==> src/design/lsu_settings.svh <==
`ifndef LSU_SETTINGS_SVH
`define LSU_SETTINGS_SVH

// address and data width
`define LSU_ADDR_W 32

// wishbone word offsets of the status registers
`define CSR_CTRL  2'd0
`define CSR_CAUSE 2'd1
`define CSR_BADV  2'd2
`define CSR_ERA   2'd3

// address misaligned
`define EXC_ALE 6'h09

`endif

==> src/design/lsu_pkg.sv <==
`default_nettype none

`include "lsu_settings.svh"

package lsu_pkg;

    typedef enum logic [2:0] {
        LD_B  = 3'd0,
        LD_BU = 3'd1,
        LD_H  = 3'd2,
        LD_HU = 3'd3,
        LD_W  = 3'd4
    } ld_op_e;

    // st_size holds log2 of the byte count
    typedef struct packed {
        logic [`LSU_ADDR_W-1:0] pc;
        logic                   is_load;
        logic                   is_store;
        ld_op_e                 ld_op;
        logic [1:0]             st_size;
        logic [`LSU_ADDR_W-1:0] base;
        logic [11:0]            offset;
        logic [`LSU_ADDR_W-1:0] store_data;
        logic [4:0]             dest;
    } uop_t;

    typedef struct packed {
        logic [`LSU_ADDR_W-1:0] pc;
        logic [`LSU_ADDR_W-1:0] addr;
        logic                   is_load;
        logic                   mem_access;
        ld_op_e                 ld_op;
        logic [4:0]             dest;
        logic                   ale;
    } es_to_ms_t;

    typedef struct packed {
        logic [`LSU_ADDR_W-1:0] pc;
        logic [`LSU_ADDR_W-1:0] addr;
        logic                   gr_we;
        logic [4:0]             dest;
        logic [`LSU_ADDR_W-1:0] result;
        logic                   ale;
    } ms_to_ws_t;

    typedef struct packed {
        logic                   wr;
        logic [1:0]             size;
        logic [3:0]             wstrb;
        logic [`LSU_ADDR_W-1:0] addr;
        logic [`LSU_ADDR_W-1:0] wdata;
    } sram_req_t;

    typedef struct packed {
        logic [`LSU_ADDR_W-1:0] pc;
        logic                   rf_we;
        logic [4:0]             rf_waddr;
        logic [`LSU_ADDR_W-1:0] rf_wdata;
    } retire_t;

endpackage

`default_nettype wire

==> src/design/agu_stage.sv <==
`timescale 1ns/1ns
`default_nettype none

`include "lsu_settings.svh"

module agu_stage (
    input  logic                  clk,
    input  logic                  reset,
    input  logic                  flush,
    input  logic                  uop_valid,
    input  lsu_pkg::uop_t         uop,
    input  logic                  ale_en,
    input  logic                  data_addr_ok,
    input  logic                  ms_allowin,
    output logic                  uop_allowin,
    output logic                  data_req,
    output lsu_pkg::sram_req_t    data_wr_req,
    output logic                  es_valid,
    output lsu_pkg::es_to_ms_t    es_payload,
    output logic                  es_issued
);

    lsu_pkg::uop_t          op;
    logic                   held_valid;
    logic                   issued;
    logic                   mem_access;
    logic                   need_req;
    logic                   req_done;
    logic                   ready_go;
    logic                   misaligned;
    logic                   ale;
    logic [1:0]             size;
    logic [3:0]             strb;
    logic [`LSU_ADDR_W-1:0] raw_addr;
    logic [`LSU_ADDR_W-1:0] aligned_addr;
    logic [`LSU_ADDR_W-1:0] eff_addr;

    stage_reg #(
        .payload_t(lsu_pkg::uop_t)
    ) slot (
        .clk              (clk),
        .reset            (reset),
        .flush            (flush),
        .in_valid         (uop_valid),
        .in_payload       (uop),
        .ready_go         (ready_go),
        .out_allowin_next (ms_allowin),
        .allowin          (uop_allowin),
        .out_valid        (held_valid),
        .out_payload      (op)
    );

    assign raw_addr = op.base + {{(`LSU_ADDR_W-12){op.offset[11]}}, op.offset};

    always_comb begin
        size = op.st_size;
        if (op.is_load) begin
            case (op.ld_op)
                lsu_pkg::LD_B, lsu_pkg::LD_BU: size = 2'd0;
                lsu_pkg::LD_H, lsu_pkg::LD_HU: size = 2'd1;
                default:                       size = 2'd2;
            endcase
        end
    end

    assign misaligned = (size == 2'd1) ? raw_addr[0] :
                        (size == 2'd2) ? |raw_addr[1:0] : 1'b0;
    assign aligned_addr = (size == 2'd1) ? {raw_addr[`LSU_ADDR_W-1:1], 1'b0} :
                          (size == 2'd2) ? {raw_addr[`LSU_ADDR_W-1:2], 2'b00} : raw_addr;

    assign mem_access = op.is_load || op.is_store;
    assign ale        = mem_access && misaligned && ale_en;
    // faulting ops keep the raw address for badv
    assign eff_addr   = ale ? raw_addr : aligned_addr;

    always_comb begin
        case (size)
            2'd0:    strb = 4'b0001 << eff_addr[1:0];
            2'd1:    strb = 4'b0011 << {eff_addr[1], 1'b0};
            default: strb = 4'b1111;
        endcase
    end

    assign need_req = mem_access && !ale;
    assign data_req = held_valid && need_req && !issued && !flush;
    assign req_done = issued || (data_req && data_addr_ok);
    assign ready_go = !need_req || req_done;

    assign data_wr_req.wr    = op.is_store;
    assign data_wr_req.size  = size;
    assign data_wr_req.wstrb = op.is_store ? strb : 4'b0000;
    assign data_wr_req.addr  = eff_addr;
    assign data_wr_req.wdata = op.store_data << {eff_addr[1:0], 3'b000};

    // request accepted but op still waiting on mem_stage
    always_ff @(posedge clk) begin
        if (reset) begin
            issued <= 1'b0;
        end else if (flush) begin
            issued <= 1'b0;
        end else if (es_valid && ms_allowin) begin
            issued <= 1'b0;
        end else if (data_req && data_addr_ok) begin
            issued <= 1'b1;
        end
    end

    assign es_valid  = held_valid && ready_go;
    assign es_issued = req_done;

    assign es_payload.pc         = op.pc;
    assign es_payload.addr       = eff_addr;
    assign es_payload.is_load    = op.is_load;
    assign es_payload.mem_access = mem_access;
    assign es_payload.ld_op      = op.ld_op;
    assign es_payload.dest       = op.dest;
    assign es_payload.ale        = ale;

endmodule

`default_nettype wire

==> src/design/except_csr.sv <==
`timescale 1ns/1ns
`default_nettype none

`include "lsu_settings.svh"

module except_csr (
    input  logic                   clk,
    input  logic                   reset,
    input  logic                   exc_valid,
    input  logic [`LSU_ADDR_W-1:0] exc_pc,
    input  logic [`LSU_ADDR_W-1:0] exc_addr,
    input  logic                   wb_cyc,
    input  logic                   wb_stb,
    input  logic                   wb_we,
    input  logic [1:0]             wb_adr,
    input  logic [`LSU_ADDR_W-1:0] wb_dat_w,
    input  logic [3:0]             wb_sel,
    output logic [`LSU_ADDR_W-1:0] wb_dat_r,
    output logic                   wb_ack,
    output logic                   ale_en,
    output logic                   flush
);

    logic                   cause_valid;
    logic [5:0]             cause_code;
    logic [`LSU_ADDR_W-1:0] badv;
    logic [`LSU_ADDR_W-1:0] era;
    logic                   wb_req;
    logic                   exc_take;
    logic                   clear_valid;

    assign wb_req      = wb_cyc && wb_stb && !wb_ack;
    assign exc_take    = exc_valid && !cause_valid;
    // cause valid sits in bit 31, write one to clear
    assign clear_valid = wb_req && wb_we && (wb_adr == `CSR_CAUSE) && wb_sel[3]
                         && wb_dat_w[31];

    always_ff @(posedge clk) begin
        if (reset) begin
            wb_ack      <= 1'b0;
            ale_en      <= 1'b1;
            cause_valid <= 1'b0;
            cause_code  <= 6'd0;
            flush       <= 1'b0;
        end else begin
            wb_ack <= wb_req;
            // pulse on commit, then every other cycle until cleared
            flush  <= !flush && (exc_take || (cause_valid && !clear_valid));
            if (wb_req && wb_we && (wb_adr == `CSR_CTRL) && wb_sel[0]) begin
                ale_en <= wb_dat_w[0];
            end
            if (exc_take) begin
                cause_valid <= 1'b1;
                cause_code  <= `EXC_ALE;
            end else if (clear_valid) begin
                cause_valid <= 1'b0;
            end
        end
    end

    always_ff @(posedge clk) begin
        if (exc_take) begin
            badv <= exc_addr;
            era  <= exc_pc;
        end
    end

    always_ff @(posedge clk) begin
        if (wb_req) begin
            case (wb_adr)
                `CSR_CTRL:  wb_dat_r <= {{(`LSU_ADDR_W-1){1'b0}}, ale_en};
                `CSR_CAUSE: wb_dat_r <= {cause_valid, {(`LSU_ADDR_W-7){1'b0}}, cause_code};
                `CSR_BADV:  wb_dat_r <= badv;
                default:    wb_dat_r <= era;
            endcase
        end
    end

endmodule

`default_nettype wire

==> src/design/lsu_top.sv <==
`timescale 1ns/1ns
`default_nettype none

`include "lsu_settings.svh"

module lsu_top (
    input  logic                   clk,
    input  logic                   reset,
    // upstream issue port
    input  logic                   uop_valid,
    input  lsu_pkg::uop_t          uop,
    output logic                   uop_allowin,
    // data sram port
    output logic                   data_req,
    output lsu_pkg::sram_req_t     data_wr_req,
    input  logic                   data_addr_ok,
    input  logic                   data_ok,
    input  logic [`LSU_ADDR_W-1:0] data_rdata,
    output lsu_pkg::retire_t       retire,
    // status register bus
    input  logic                   wb_cyc,
    input  logic                   wb_stb,
    input  logic                   wb_we,
    input  logic [1:0]             wb_adr,
    input  logic [`LSU_ADDR_W-1:0] wb_dat_w,
    input  logic [3:0]             wb_sel,
    output logic [`LSU_ADDR_W-1:0] wb_dat_r,
    output logic                   wb_ack
);

    logic                   flush;
    logic                   ale_en;
    logic                   es_valid;
    logic                   es_issued;
    lsu_pkg::es_to_ms_t     es_payload;
    logic                   ms_allowin;
    logic                   ms_valid;
    lsu_pkg::ms_to_ws_t     ms_payload;
    logic                   ws_allowin;
    logic                   exc_valid;
    logic [`LSU_ADDR_W-1:0] exc_pc;
    logic [`LSU_ADDR_W-1:0] exc_addr;

    agu_stage agu_stage_inst (
        .clk          (clk),
        .reset        (reset),
        .flush        (flush),
        .uop_valid    (uop_valid),
        .uop          (uop),
        .ale_en       (ale_en),
        .data_addr_ok (data_addr_ok),
        .ms_allowin   (ms_allowin),
        .uop_allowin  (uop_allowin),
        .data_req     (data_req),
        .data_wr_req  (data_wr_req),
        .es_valid     (es_valid),
        .es_payload   (es_payload),
        .es_issued    (es_issued)
    );

    mem_stage mem_stage_inst (
        .clk        (clk),
        .reset      (reset),
        .flush      (flush),
        .es_valid   (es_valid),
        .es_payload (es_payload),
        .es_issued  (es_issued),
        .ws_allowin (ws_allowin),
        .data_ok    (data_ok),
        .data_rdata (data_rdata),
        .ms_allowin (ms_allowin),
        .ms_valid   (ms_valid),
        .ms_payload (ms_payload)
    );

    wb_stage wb_stage_inst (
        .clk        (clk),
        .reset      (reset),
        .flush      (flush),
        .ms_valid   (ms_valid),
        .ms_payload (ms_payload),
        .ws_allowin (ws_allowin),
        .retire     (retire),
        .exc_valid  (exc_valid),
        .exc_pc     (exc_pc),
        .exc_addr   (exc_addr)
    );

    except_csr except_csr_inst (
        .clk       (clk),
        .reset     (reset),
        .exc_valid (exc_valid),
        .exc_pc    (exc_pc),
        .exc_addr  (exc_addr),
        .wb_cyc    (wb_cyc),
        .wb_stb    (wb_stb),
        .wb_we     (wb_we),
        .wb_adr    (wb_adr),
        .wb_dat_w  (wb_dat_w),
        .wb_sel    (wb_sel),
        .wb_dat_r  (wb_dat_r),
        .wb_ack    (wb_ack),
        .ale_en    (ale_en),
        .flush     (flush)
    );

endmodule

`default_nettype wire

==> src/design/mem_stage.sv <==
`timescale 1ns/1ns
`default_nettype none

`include "lsu_settings.svh"

module mem_stage (
    input  logic                   clk,
    input  logic                   reset,
    input  logic                   flush,
    input  logic                   es_valid,
    input  lsu_pkg::es_to_ms_t     es_payload,
    input  logic                   es_issued,
    input  logic                   ws_allowin,
    input  logic                   data_ok,
    input  logic [`LSU_ADDR_W-1:0] data_rdata,
    output logic                   ms_allowin,
    output logic                   ms_valid,
    output lsu_pkg::ms_to_ws_t     ms_payload
);

    lsu_pkg::es_to_ms_t     p;
    logic                   held_valid;
    logic                   need_mem;
    logic                   ready_go;
    logic [2:0]             drop_cnt;
    logic                   discard;
    logic                   ok_drop;
    logic                   ok_own;
    logic                   ms_pending;
    logic [`LSU_ADDR_W-1:0] lane;
    logic [`LSU_ADDR_W-1:0] ld_result;

    stage_reg #(
        .payload_t(lsu_pkg::es_to_ms_t)
    ) slot (
        .clk              (clk),
        .reset            (reset),
        .flush            (flush),
        .in_valid         (es_valid),
        .in_payload       (es_payload),
        .ready_go         (ready_go),
        .out_allowin_next (ws_allowin),
        .allowin          (ms_allowin),
        .out_valid        (held_valid),
        .out_payload      (p)
    );

    // responses owed to flushed ops come first, in order
    assign discard    = drop_cnt != 3'd0;
    assign ok_drop    = data_ok && discard;
    assign ok_own     = data_ok && !discard;
    assign need_mem   = p.mem_access && !p.ale;
    assign ms_pending = held_valid && need_mem && !ok_own;

    assign ready_go = !need_mem || ok_own;
    assign ms_valid = held_valid && ready_go;

    always_ff @(posedge clk) begin
        if (reset) begin
            drop_cnt <= 3'd0;
        end else if (flush) begin
            drop_cnt <= drop_cnt - {2'b00, ok_drop} + {2'b00, es_issued}
                        + {2'b00, ms_pending};
        end else begin
            drop_cnt <= drop_cnt - {2'b00, ok_drop};
        end
    end

    // halves are aligned here, so one shift covers both widths
    assign lane = data_rdata >> {p.addr[1:0], 3'b000};

    always_comb begin
        case (p.ld_op)
            lsu_pkg::LD_B:  ld_result = {{(`LSU_ADDR_W-8){lane[7]}}, lane[7:0]};
            lsu_pkg::LD_BU: ld_result = {{(`LSU_ADDR_W-8){1'b0}}, lane[7:0]};
            lsu_pkg::LD_H:  ld_result = {{(`LSU_ADDR_W-16){lane[15]}}, lane[15:0]};
            lsu_pkg::LD_HU: ld_result = {{(`LSU_ADDR_W-16){1'b0}}, lane[15:0]};
            default:        ld_result = data_rdata;
        endcase
    end

    assign ms_payload.pc     = p.pc;
    assign ms_payload.addr   = p.addr;
    assign ms_payload.gr_we  = p.is_load && !p.ale;
    assign ms_payload.dest   = p.dest;
    assign ms_payload.result = ld_result;
    assign ms_payload.ale    = p.ale;

endmodule

`default_nettype wire

==> src/design/stage_reg.sv <==
`timescale 1ns/1ns
`default_nettype none

module stage_reg #(
    parameter type payload_t = logic
) (
    input  logic     clk,
    input  logic     reset,
    input  logic     flush,
    input  logic     in_valid,
    input  payload_t in_payload,
    input  logic     ready_go,
    input  logic     out_allowin_next,
    output logic     allowin,
    output logic     out_valid,
    output payload_t out_payload
);

    logic valid;

    // empty, or leaving this cycle
    assign allowin   = !valid || (ready_go && out_allowin_next);
    assign out_valid = valid;

    always_ff @(posedge clk) begin
        if (reset) begin
            valid <= 1'b0;
        end else if (flush) begin
            valid <= 1'b0;
        end else if (allowin) begin
            valid <= in_valid;
        end
    end

    always_ff @(posedge clk) begin
        if (in_valid && allowin) begin
            out_payload <= in_payload;
        end
    end

endmodule

`default_nettype wire

==> src/design/wb_stage.sv <==
`timescale 1ns/1ns
`default_nettype none

`include "lsu_settings.svh"

module wb_stage (
    input  logic                   clk,
    input  logic                   reset,
    input  logic                   flush,
    input  logic                   ms_valid,
    input  lsu_pkg::ms_to_ws_t     ms_payload,
    output logic                   ws_allowin,
    output lsu_pkg::retire_t       retire,
    output logic                   exc_valid,
    output logic [`LSU_ADDR_W-1:0] exc_pc,
    output logic [`LSU_ADDR_W-1:0] exc_addr
);

    lsu_pkg::ms_to_ws_t p;
    logic               held_valid;

    // last stage never stalls
    stage_reg #(
        .payload_t(lsu_pkg::ms_to_ws_t)
    ) slot (
        .clk              (clk),
        .reset            (reset),
        .flush            (flush),
        .in_valid         (ms_valid),
        .in_payload       (ms_payload),
        .ready_go         (1'b1),
        .out_allowin_next (1'b1),
        .allowin          (ws_allowin),
        .out_valid        (held_valid),
        .out_payload      (p)
    );

    // the op behind a faulting one sits here while flush is high
    assign retire.pc       = p.pc;
    assign retire.rf_we    = held_valid && !p.ale && p.gr_we && !flush;
    assign retire.rf_waddr = p.dest;
    assign retire.rf_wdata = p.result;

    assign exc_valid = held_valid && p.ale;
    assign exc_pc    = p.pc;
    assign exc_addr  = p.addr;

endmodule

`default_nettype wire

==> config.mk <==
export PLATFORM = sky130hd
export DESIGN_NAME = lsu_top
export DESIGN_NICKNAME = d
export VERILOG_FILES = /design/src/design/lsu_pkg.sv /design/src/design/agu_stage.sv /design/src/design/except_csr.sv /design/src/design/lsu_top.sv /design/src/design/mem_stage.sv /design/src/design/stage_reg.sv /design/src/design/wb_stage.sv
export VERILOG_INCLUDE_DIRS = /design/src /design/src/design
export SDC_FILE = /design/constraint.sdc
export NUM_CORES = 1
export LEC_CHECK = 0
export CORE_MARGIN = 10
export CORE_UTILIZATION = 48
export CTS_BUF_LIST = sky130_fd_sc_hd__clkbuf_8
export DETAILED_ROUTE_END_ITERATION = 8
export DONT_BUFFER_PORTS = 1
export GPL_TIMING_DRIVEN = 0
export HOLD_SLACK_MARGIN = 0.06
export PLACE_DENSITY = 0.7
export SETUP_SLACK_MARGIN = 0.2
export SLEW_MARGIN = 40
export SYNTH_ARGS = -nofsm -noshare
export SYNTH_HDL_FRONTEND = slang
export SYNTH_HIERARCHICAL = 1
export SYNTH_SLANG_ARGS = --single-unit
==> constraint.sdc <==
create_clock -name clk -period 12.98 [get_ports clk]
set_clock_uncertainty 0.15 [all_clocks]
set_input_delay 1.298 -clock clk [delete_from_list [all_inputs] [get_ports clk]]
set_output_delay 1.298 -clock clk [all_outputs]
set_load 0.01 [all_outputs]
==> results.md, run 1 <==
- Final Critical Period: a little over 5000 ps
- Mapped Avg Cell Area: around 16 um^2
- Status: complete, no violations
- Hold endpoint: wb_stage_inst/slot/out_payload[69]
- Via density: ~5.3
- Final Hold Viols: 0
- Relative slew slack: 0.463
- R2R Path End: agu_stage_inst/slot/out_payload[48]
- Worst-Margin Slew: roughly 800 ps
- Worst EP arrival: about 3700 ps
- Max Slew Vio Count: 0
- Port buffer count: 0
- GR Layer Usage met1: 0.210
- Detailed Place HPWL: between 20 and 30 mm
- First-pass GRT wire length: between 50 and 60 mm
- Setup TNS: 0 ps
- Vias in the first global route: approximately 8900
- GRT Util Overall: 0.172
- Boundary pin count: 374
- RSZ-0062 raised after global routing: false
- Clock-pin slew on the worst setup and hold paths: about 60 ps
- Critical setup path kind: flop to primary output
- Mapped Cells: ~1100
- Commonest cells after routing, fill and taps aside: edfxtp_1 (394), nand2_1 (80), clkbuf_8 (70)
- Die Y: 206 um
- Initial Util: 0.483
- EDFF count, synth: roughly 390
- Yosys top cell area share: 0.713
- DP Worst Slack: 8260 ps
- Largest net degree at the start of global routing: 35
- Worst skew pair latency: between 500 and 600 ps
- DR vias: 8833
- Clock sink total: 406
- CP Max Fanout: 16
- Post-CTS Hold Buffers: 0
- Max clock buf depth: 3
- WL final: about 37 mm
- Crit share post-route: 0.395
- Grt met2 use: 0.272
- Drt initial violations: between 400 and 500
- Crit start category: flop
- DRC: 0
- Library cells used by synthesis: between 70 and 80
- Die width: 206 um
- Max-Cap Viols: 0
- Final Worst Setup Slack: around 7900 ps
- Finished Layout Cells: approximately 1700
- Flop2flop setup slack: just over 9000 ps
- Pwr dens: approximately 160 mW/mm^2
- Hold_ws: approximately 260 ps
- Primary FF master, synth: edfxtp_1
- YS warnings: 6
- GR peak layer: met2
- Total grt overflow: 0
- TritonCTS Buffers: 67
- First-pass DRT Iterations: 5
- Max IR drop VDD: roughly 94 uV
- Hold Path Stages: 0
- Min-delay src: mem_stage_inst/slot/out_payload[41]
- Worst hold path class: flop to flop
- Synthesis-to-finish area growth: 14.0%
- RR Startpoint: agu_stage_inst/slot/out_payload[37]
- Max Clock Freq: ~200 MHz
- Leak: approximately 6.9 nW
- FFs w/ async S/R, synth: 0
- Antenna viol nets, final: 0
- GPL Wtd Cong: ~0.8
- Setup Viol. Count Final: 0
- Wirelength per Cell: between 20 and 25 um
- Seq/Total Area, Yosys: 0.727
- Total core area: 0.0344 mm^2
- Share of post-route cells with drive strength above 1: 0.188
- Die area: 0.0424 mm^2
- Post-Syn Area: between 0.015 and 0.02 mm^2
- Area contributors post-synth: edfxtp_1 (71%), buf_4 (3.1%), mux2i_1 (2.9%)
- Leading area contributor after synthesis: edfxtp_1
- CTS root buf: clkbuf_8
- Worst setup path start: agu_stage_inst/slot/out_payload[48]
- Post_cts resized: 0
- Cell Rows: 68
- Met3 GRT Util: 0.0594
- Total power: around 3.1 mW
- CTS tree: yes
- Initial antenna violation count: 10
- Required time worst endpoint: around 12000 ps
- R2R cell count: 13
- # Post-CTS Setup Buffers: 0
- Placed Cells: 1532
- FF+latch count, synth: 406
- Commonest non-fill, non-tap cell in the layout: edfxtp_1
- Crit path capture type: primary output
- Nets: approximately 1400
- Htree depth: 3
## kinds of logic (layout without fill, tap and decap cells)
group | after synthesis | in the layout | share of synthesized area
xor+xnor | 30 | 30 | 0.0158
fa+ha+maj | 36 | 36 | 0.0280
mux | 67 | 67 | 0.0432
compound gates | 163 | 163 | 0.0696
other cells | 1 | 9 | 0.000226
flops | 406 | 406 | 0.727
buf+inv | 119 | 254 | 0.0451
simple gates | 234 | 234 | 0.0710
## cell type report
| cell class | instances | area, um^2 |
|---|---|---|
| Fill cell | 2751 | 15400 |
| Sequential cell | 406 | 12100 |
| Multi-Input combinational cell | 532 | 3820 |
| Clock buffer | 70 | 963 |
| Buffer | 94 | 654 |
| Tap cell | 455 | 569 |
| Timing Repair Buffer | 21 | 474 |
| Clock inverter | 44 | 258 |
| Inverter | 25 | 93.8 |
| Antenna cell | 7 | 17.5 |
## worst max-delay path by stage
stage                                                endpoint  slack [ps]  depth (start not counted)
after floorplan            agu_stage_inst/slot/out_payload[0]        5250                          8
after global placement    agu_stage_inst/slot/out_payload[79]        2370                          8
final                                         data_wr_req[61]        7860                         10
after detailed placement                      data_wr_req[61]        8260                         10
after global routing                          data_wr_req[61]        7580                         11
after CTS                                     data_wr_req[61]        7600                         10
## through the flow
step | util | area, um^2
floorplan | - | 16600
global placement | 0.500 | 17200
detailed placement | 0.514 | 17700
CTS | 0.550 | 18900
global route | 0.550 | 18900
finish | 0.551 | 18900
## synthesized netlist by cell type, drive strengths merged (9+ instances only)
cell type and count:
mux2i 49, inv 25, buf 78, mux2 17, nand2 84, nand2b 9
xnor2 23, a21boi 11, o21ai 43, clkbuf 16, dfxtp 12, and3 12
edfxtp 394, o31ai 11, nor3 10, nor2b 46, a21o 14, a21oi 28
ha 34, nor2 40
## where the power goes
group	internal, mW	switching [mW]
registers	1.56	0.0379
clock network	0.556	0.469
logic	0.179	0.282
total	2.29	0.789
## state kept, by name (all words and copies together), names as in the netlist
name / cells
agu_stage_inst/slot/out_payload: 120
wb_stage_inst/slot/out_payload: 103
mem_stage_inst/slot/out_payload: 75
except_csr_inst/badv: 32
except_csr_inst/era: 32
except_csr_inst/wb_dat_r: 32
mem_stage_inst/drop_cnt: 3
agu_stage_inst/issued: 1
agu_stage_inst/slot/out_valid: 1
except_csr_inst/ale_en: 1
except_csr_inst/cause_code: 1
except_csr_inst/cause_valid: 1
except_csr_inst/flush: 1
except_csr_inst/wb_ack: 1
mem_stage_inst/slot/out_valid: 1
wb_stage_inst/slot/out_valid: 1
## critical path, cell delays in order, from the launching register on
cell and delay [ps]:
edfxtp_1 500, buf_6 220, ha_1 430, nand4_1 180
nor4_1 300, nand2_1 100, o22ai_2 160, a211oi_2 130
nor3_1 410, a21oi_1 140, xnor2_1 540
## per-layer routing
| metal | share of wire | up-vias |
|---|---|---|
| li1 | - | 4102 |
| met1 | 0.41 | 4299 |
| met2 | 0.48 | 335 |
| met3 | 0.075 | 89 |
| met4 | 0.035 | 8 |
| met5 | 0.0016 | - |
No activity file was read; power rests on OpenSTA's default activity.
==> run 2: changes to the inputs <==
--- a/config.mk
+++ b/config.mk
@@ -6,6 +6,7 @@
 export SDC_FILE = /design/constraint.sdc
 export NUM_CORES = 1
 export LEC_CHECK = 0
+export ABC_AREA = 1
 export CORE_MARGIN = 10
 export CORE_UTILIZATION = 48
 export CTS_BUF_LIST = sky130_fd_sc_hd__clkbuf_8
@@ -13,7 +14,7 @@
 export DONT_BUFFER_PORTS = 1
 export GPL_TIMING_DRIVEN = 0
 export HOLD_SLACK_MARGIN = 0.06
-export PLACE_DENSITY = 0.7
+export PLACE_DENSITY = 0.72
 export SETUP_SLACK_MARGIN = 0.2
 export SLEW_MARGIN = 40
 export SYNTH_ARGS = -nofsm -noshare
==> constraint.sdc (replaced) <==
create_clock -name clk -period 4.6 [get_ports clk]
set_clock_uncertainty 0.15 [all_clocks]
set_input_delay 0.46 -clock clk [delete_from_list [all_inputs] [get_ports clk]]
set_output_delay 0.46 -clock clk [all_outputs]
set_load 0.01 [all_outputs]
==> run 2 against run 1 <==
Effect of this change: critical path depth shrank 2; sequential share of layout area down 7.4 points; wire length rose by 25%; largest cell class unchanged.
==> results.md, run 2 <==
- Drt initial violations: ~810
- Die width: around 210 um
- Setup TNS: 0 ps
- Biggest register: agu_stage_inst/slot/out_payload
- Initial Util: 0.486
- Htree depth: 3
- Relative slew slack: 0.451
- Boundary pin count: between 300 and 400
- Mapped Cells: 1338
- Max-Cap Viols: 0
- Status: complete, no violations
- FF+latch count, synth: slightly above 400
- Pwr dens: approximately 430 mW/mm^2
- Worst-Margin Slew: 820 ps
- List of most frequent post-synthesis cells: edfxtp_1 (394), nand2_1 (250), inv_1 (115), nand3_1 (100), nor2_1 (86)
- DRC: 0
- DR vias: between 10000 and 15000
- Commonest non-fill, non-tap cell in the layout: edfxtp_1
- Max reg flops: 120
- TritonCTS Buffers: 70
- RSZ-0062 raised after global routing: false
- Primary FF master, synth: edfxtp_1
- Max Slew Vio Count: 0
- Clock-pin slew on the worst setup and hold paths: 60 ps
- Crit start category: flop
- Leading area contributor after synthesis: edfxtp_1
- Post-synthesis xor/xnor area fraction: 0.0112
- Count leader, synth: edfxtp_1
- Nets: 1845
- Total power: 9.18 mW
- GPL Wtd Cong: approximately 0.9
- Largest family of logic cells by synthesized area: simple AND/OR/NAND/NOR gates
- Fillers: between 2000 and 3000
- First-pass DRT Iterations: 5
- Leak: between 8 and 9 nW
- First-pass GRT wire length: approximately 71 mm
- Vias in the first global route: around 12000
- CTS tree: yes
- Total core area: roughly 0.035 mm^2
- Crit share post-route: 0.826
- Post-synthesis compound-gate area fraction: 0.0543
- Worst skew pair latency: a little over 600 ps
- Post-Syn Area: 0.0173 mm^2
- Synthesis-to-finish area growth: 24.1%
- Mapped Avg Cell Area: about 13 um^2
- Crit path capture type: primary output
- Placed Cells: 1824
- Required time worst endpoint: 3990 ps
- Share of post-route cells with drive strength above 1: 0.166
- Clock sink total: between 400 and 500
- Port buffer count: 0
- Flop2flop setup slack: around 870 ps
- # Post-CTS Setup Buffers: 0
- Commonest cells after routing, fill and taps aside: edfxtp_1 (394), nand2_1 (250), dlygate4sd3_1 (176)
- Worst hold path class: input port to flop
- Largest regs: agu_stage_inst/slot/out_payload x120, wb_stage_inst/slot/out_payload x103, mem_stage_inst/slot/out_payload x75
- Cell Rows: 69
- Simple-Gate Fraction of Synth Area: 0.137
- Final Core Density: 0.603
- Die Y: ~210 um
- Post-CTS Hold Buffers: between 150 and 200
- Total grt overflow: 0
- Largest net degree at the start of global routing: 33
- Final Hold Viols: 0
- Area share of fa/ha/maj cells after synthesis: 0.0270
- Max IR drop VDD: 352 uV
- Via density: between 5 and 6
- GRT Util Overall: 0.210
- Detailed Place HPWL: between 30 and 40 mm
- CP Max Fanout: 10
- Die area: about 0.044 mm^2
- Antenna viol nets, final: 0
- YS warnings: 6
- Initial antenna violation count: 2
- Seq/Total Area, Yosys: 0.700
- Library cells used by synthesis: 48
- Critical setup path kind: flop to primary output
- WL final: about 47 mm
- Wirelength per Cell: ~22 um
- Post_cts resized: 0
- Finished Layout Cells: between 2000 and 2500
- Final Critical Period: between 3000 and 4000 ps
- FFs w/ async S/R, synth: 0
- EDFF count, synth: just under 400
- Yosys top cell area share: 0.686
- Worst EP arrival: between 3000 and 4000 ps
- Max clock buf depth: 3
- Area contributors post-synth: edfxtp_1 (69%), nand2_1 (5.4%), buf_4 (2.9%)
- CTS root buf: clkbuf_8
- Multiplexer area fraction after synthesis: 0
- Setup Viol. Count Final: 0
- Max Clock Freq: about 260 MHz
-- run 2: changes by cell type after synthesis, sizes merged, moves of 15 or more --
cell and delta:
nor2b -46, nor2 +49, inv +97, o21ai +17
nand3 +121, clkbuf -15, a22o +26, xnor2 -17
nand2 +176, mux2 -17, mux2i -49
-- run 2: critical path: stages (launching register included) --
cell,delay [ps]
edfxtp_1,370
ha_1,240
fa_2,620
nand3_1,140
a21oi_2,210
o21ai_4,170
inv_6,150
nand2_2,160
o21ai_0,510
-- run 2: power by group --
part           total [mW]  internal (mW)  switching [mW]  leakage [nW]
Clock                3.20           1.73            1.47         0.765
Sequential           4.45           4.35          0.0998          3.77
Combinational        1.54          0.565           0.976          3.94
-- run 2: worst paths after layout --
check                                   endpoint                           startpoint  cells after the start
min reg2reg             except_csr_inst/badv[21]   wb_stage_inst/slot/out_payload[60]                      0
max                              data_wr_req[16]  agu_stage_inst/slot/out_payload[37]                      8
max reg2reg  mem_stage_inst/slot/out_payload[30]  agu_stage_inst/slot/out_payload[37]                     13
min                        agu_stage_inst/issued                         data_addr_ok                      5
-- run 2: kinds of logic (layout without fill, tap and decap cells) --
| group | after synthesis | count (layout) |
|---|---|---|
| other cells | 1 | 5 |
| fa+ha+maj | 36 | 36 |
| flops | 406 | 406 |
| compound gates | 149 | 149 |
| buf+inv | 215 | 538 |
| xor+xnor | 22 | 22 |
| simple gates | 509 | 509 |
-- run 2: per-stage QoR --
step	setup slack, ps	cell area, um^2	hold WS, ps
floorplan	197	17300	250
global placement	-1170	17900	251
detailed placement	891	18300	255
CTS	774	21400	60.9
global route	630	21400	99.3
finish	800	21400	119
-- run 2: layer usage --
metal  share of wire  global-route usage
met1            0.39               0.252
met2            0.48               0.346
met4           0.040              0.0945
met5               0                   0
met3           0.084              0.0601
-- run 2: area by class of cell --
| class | count | area (um^2) | share of cell area |
|---|---|---|---|
| plain buffers | 93 | 748 | 0.0350 |
| clock buffers | 70 | 963 | 0.0450 |
| inverters | 122 | 475 | 0.0222 |
| multi-input cells | 718 | 4020 | 0.188 |
| well taps | 461 | 577 | 0.0269 |
| repair buffers | 200 | 2140 | 0.100 |
| flip-flops and latches | 406 | 12100 | 0.564 |
| clock inverters | 53 | 399 | 0.0186 |
| diodes | 3 | 7.51 | 0.000351 |
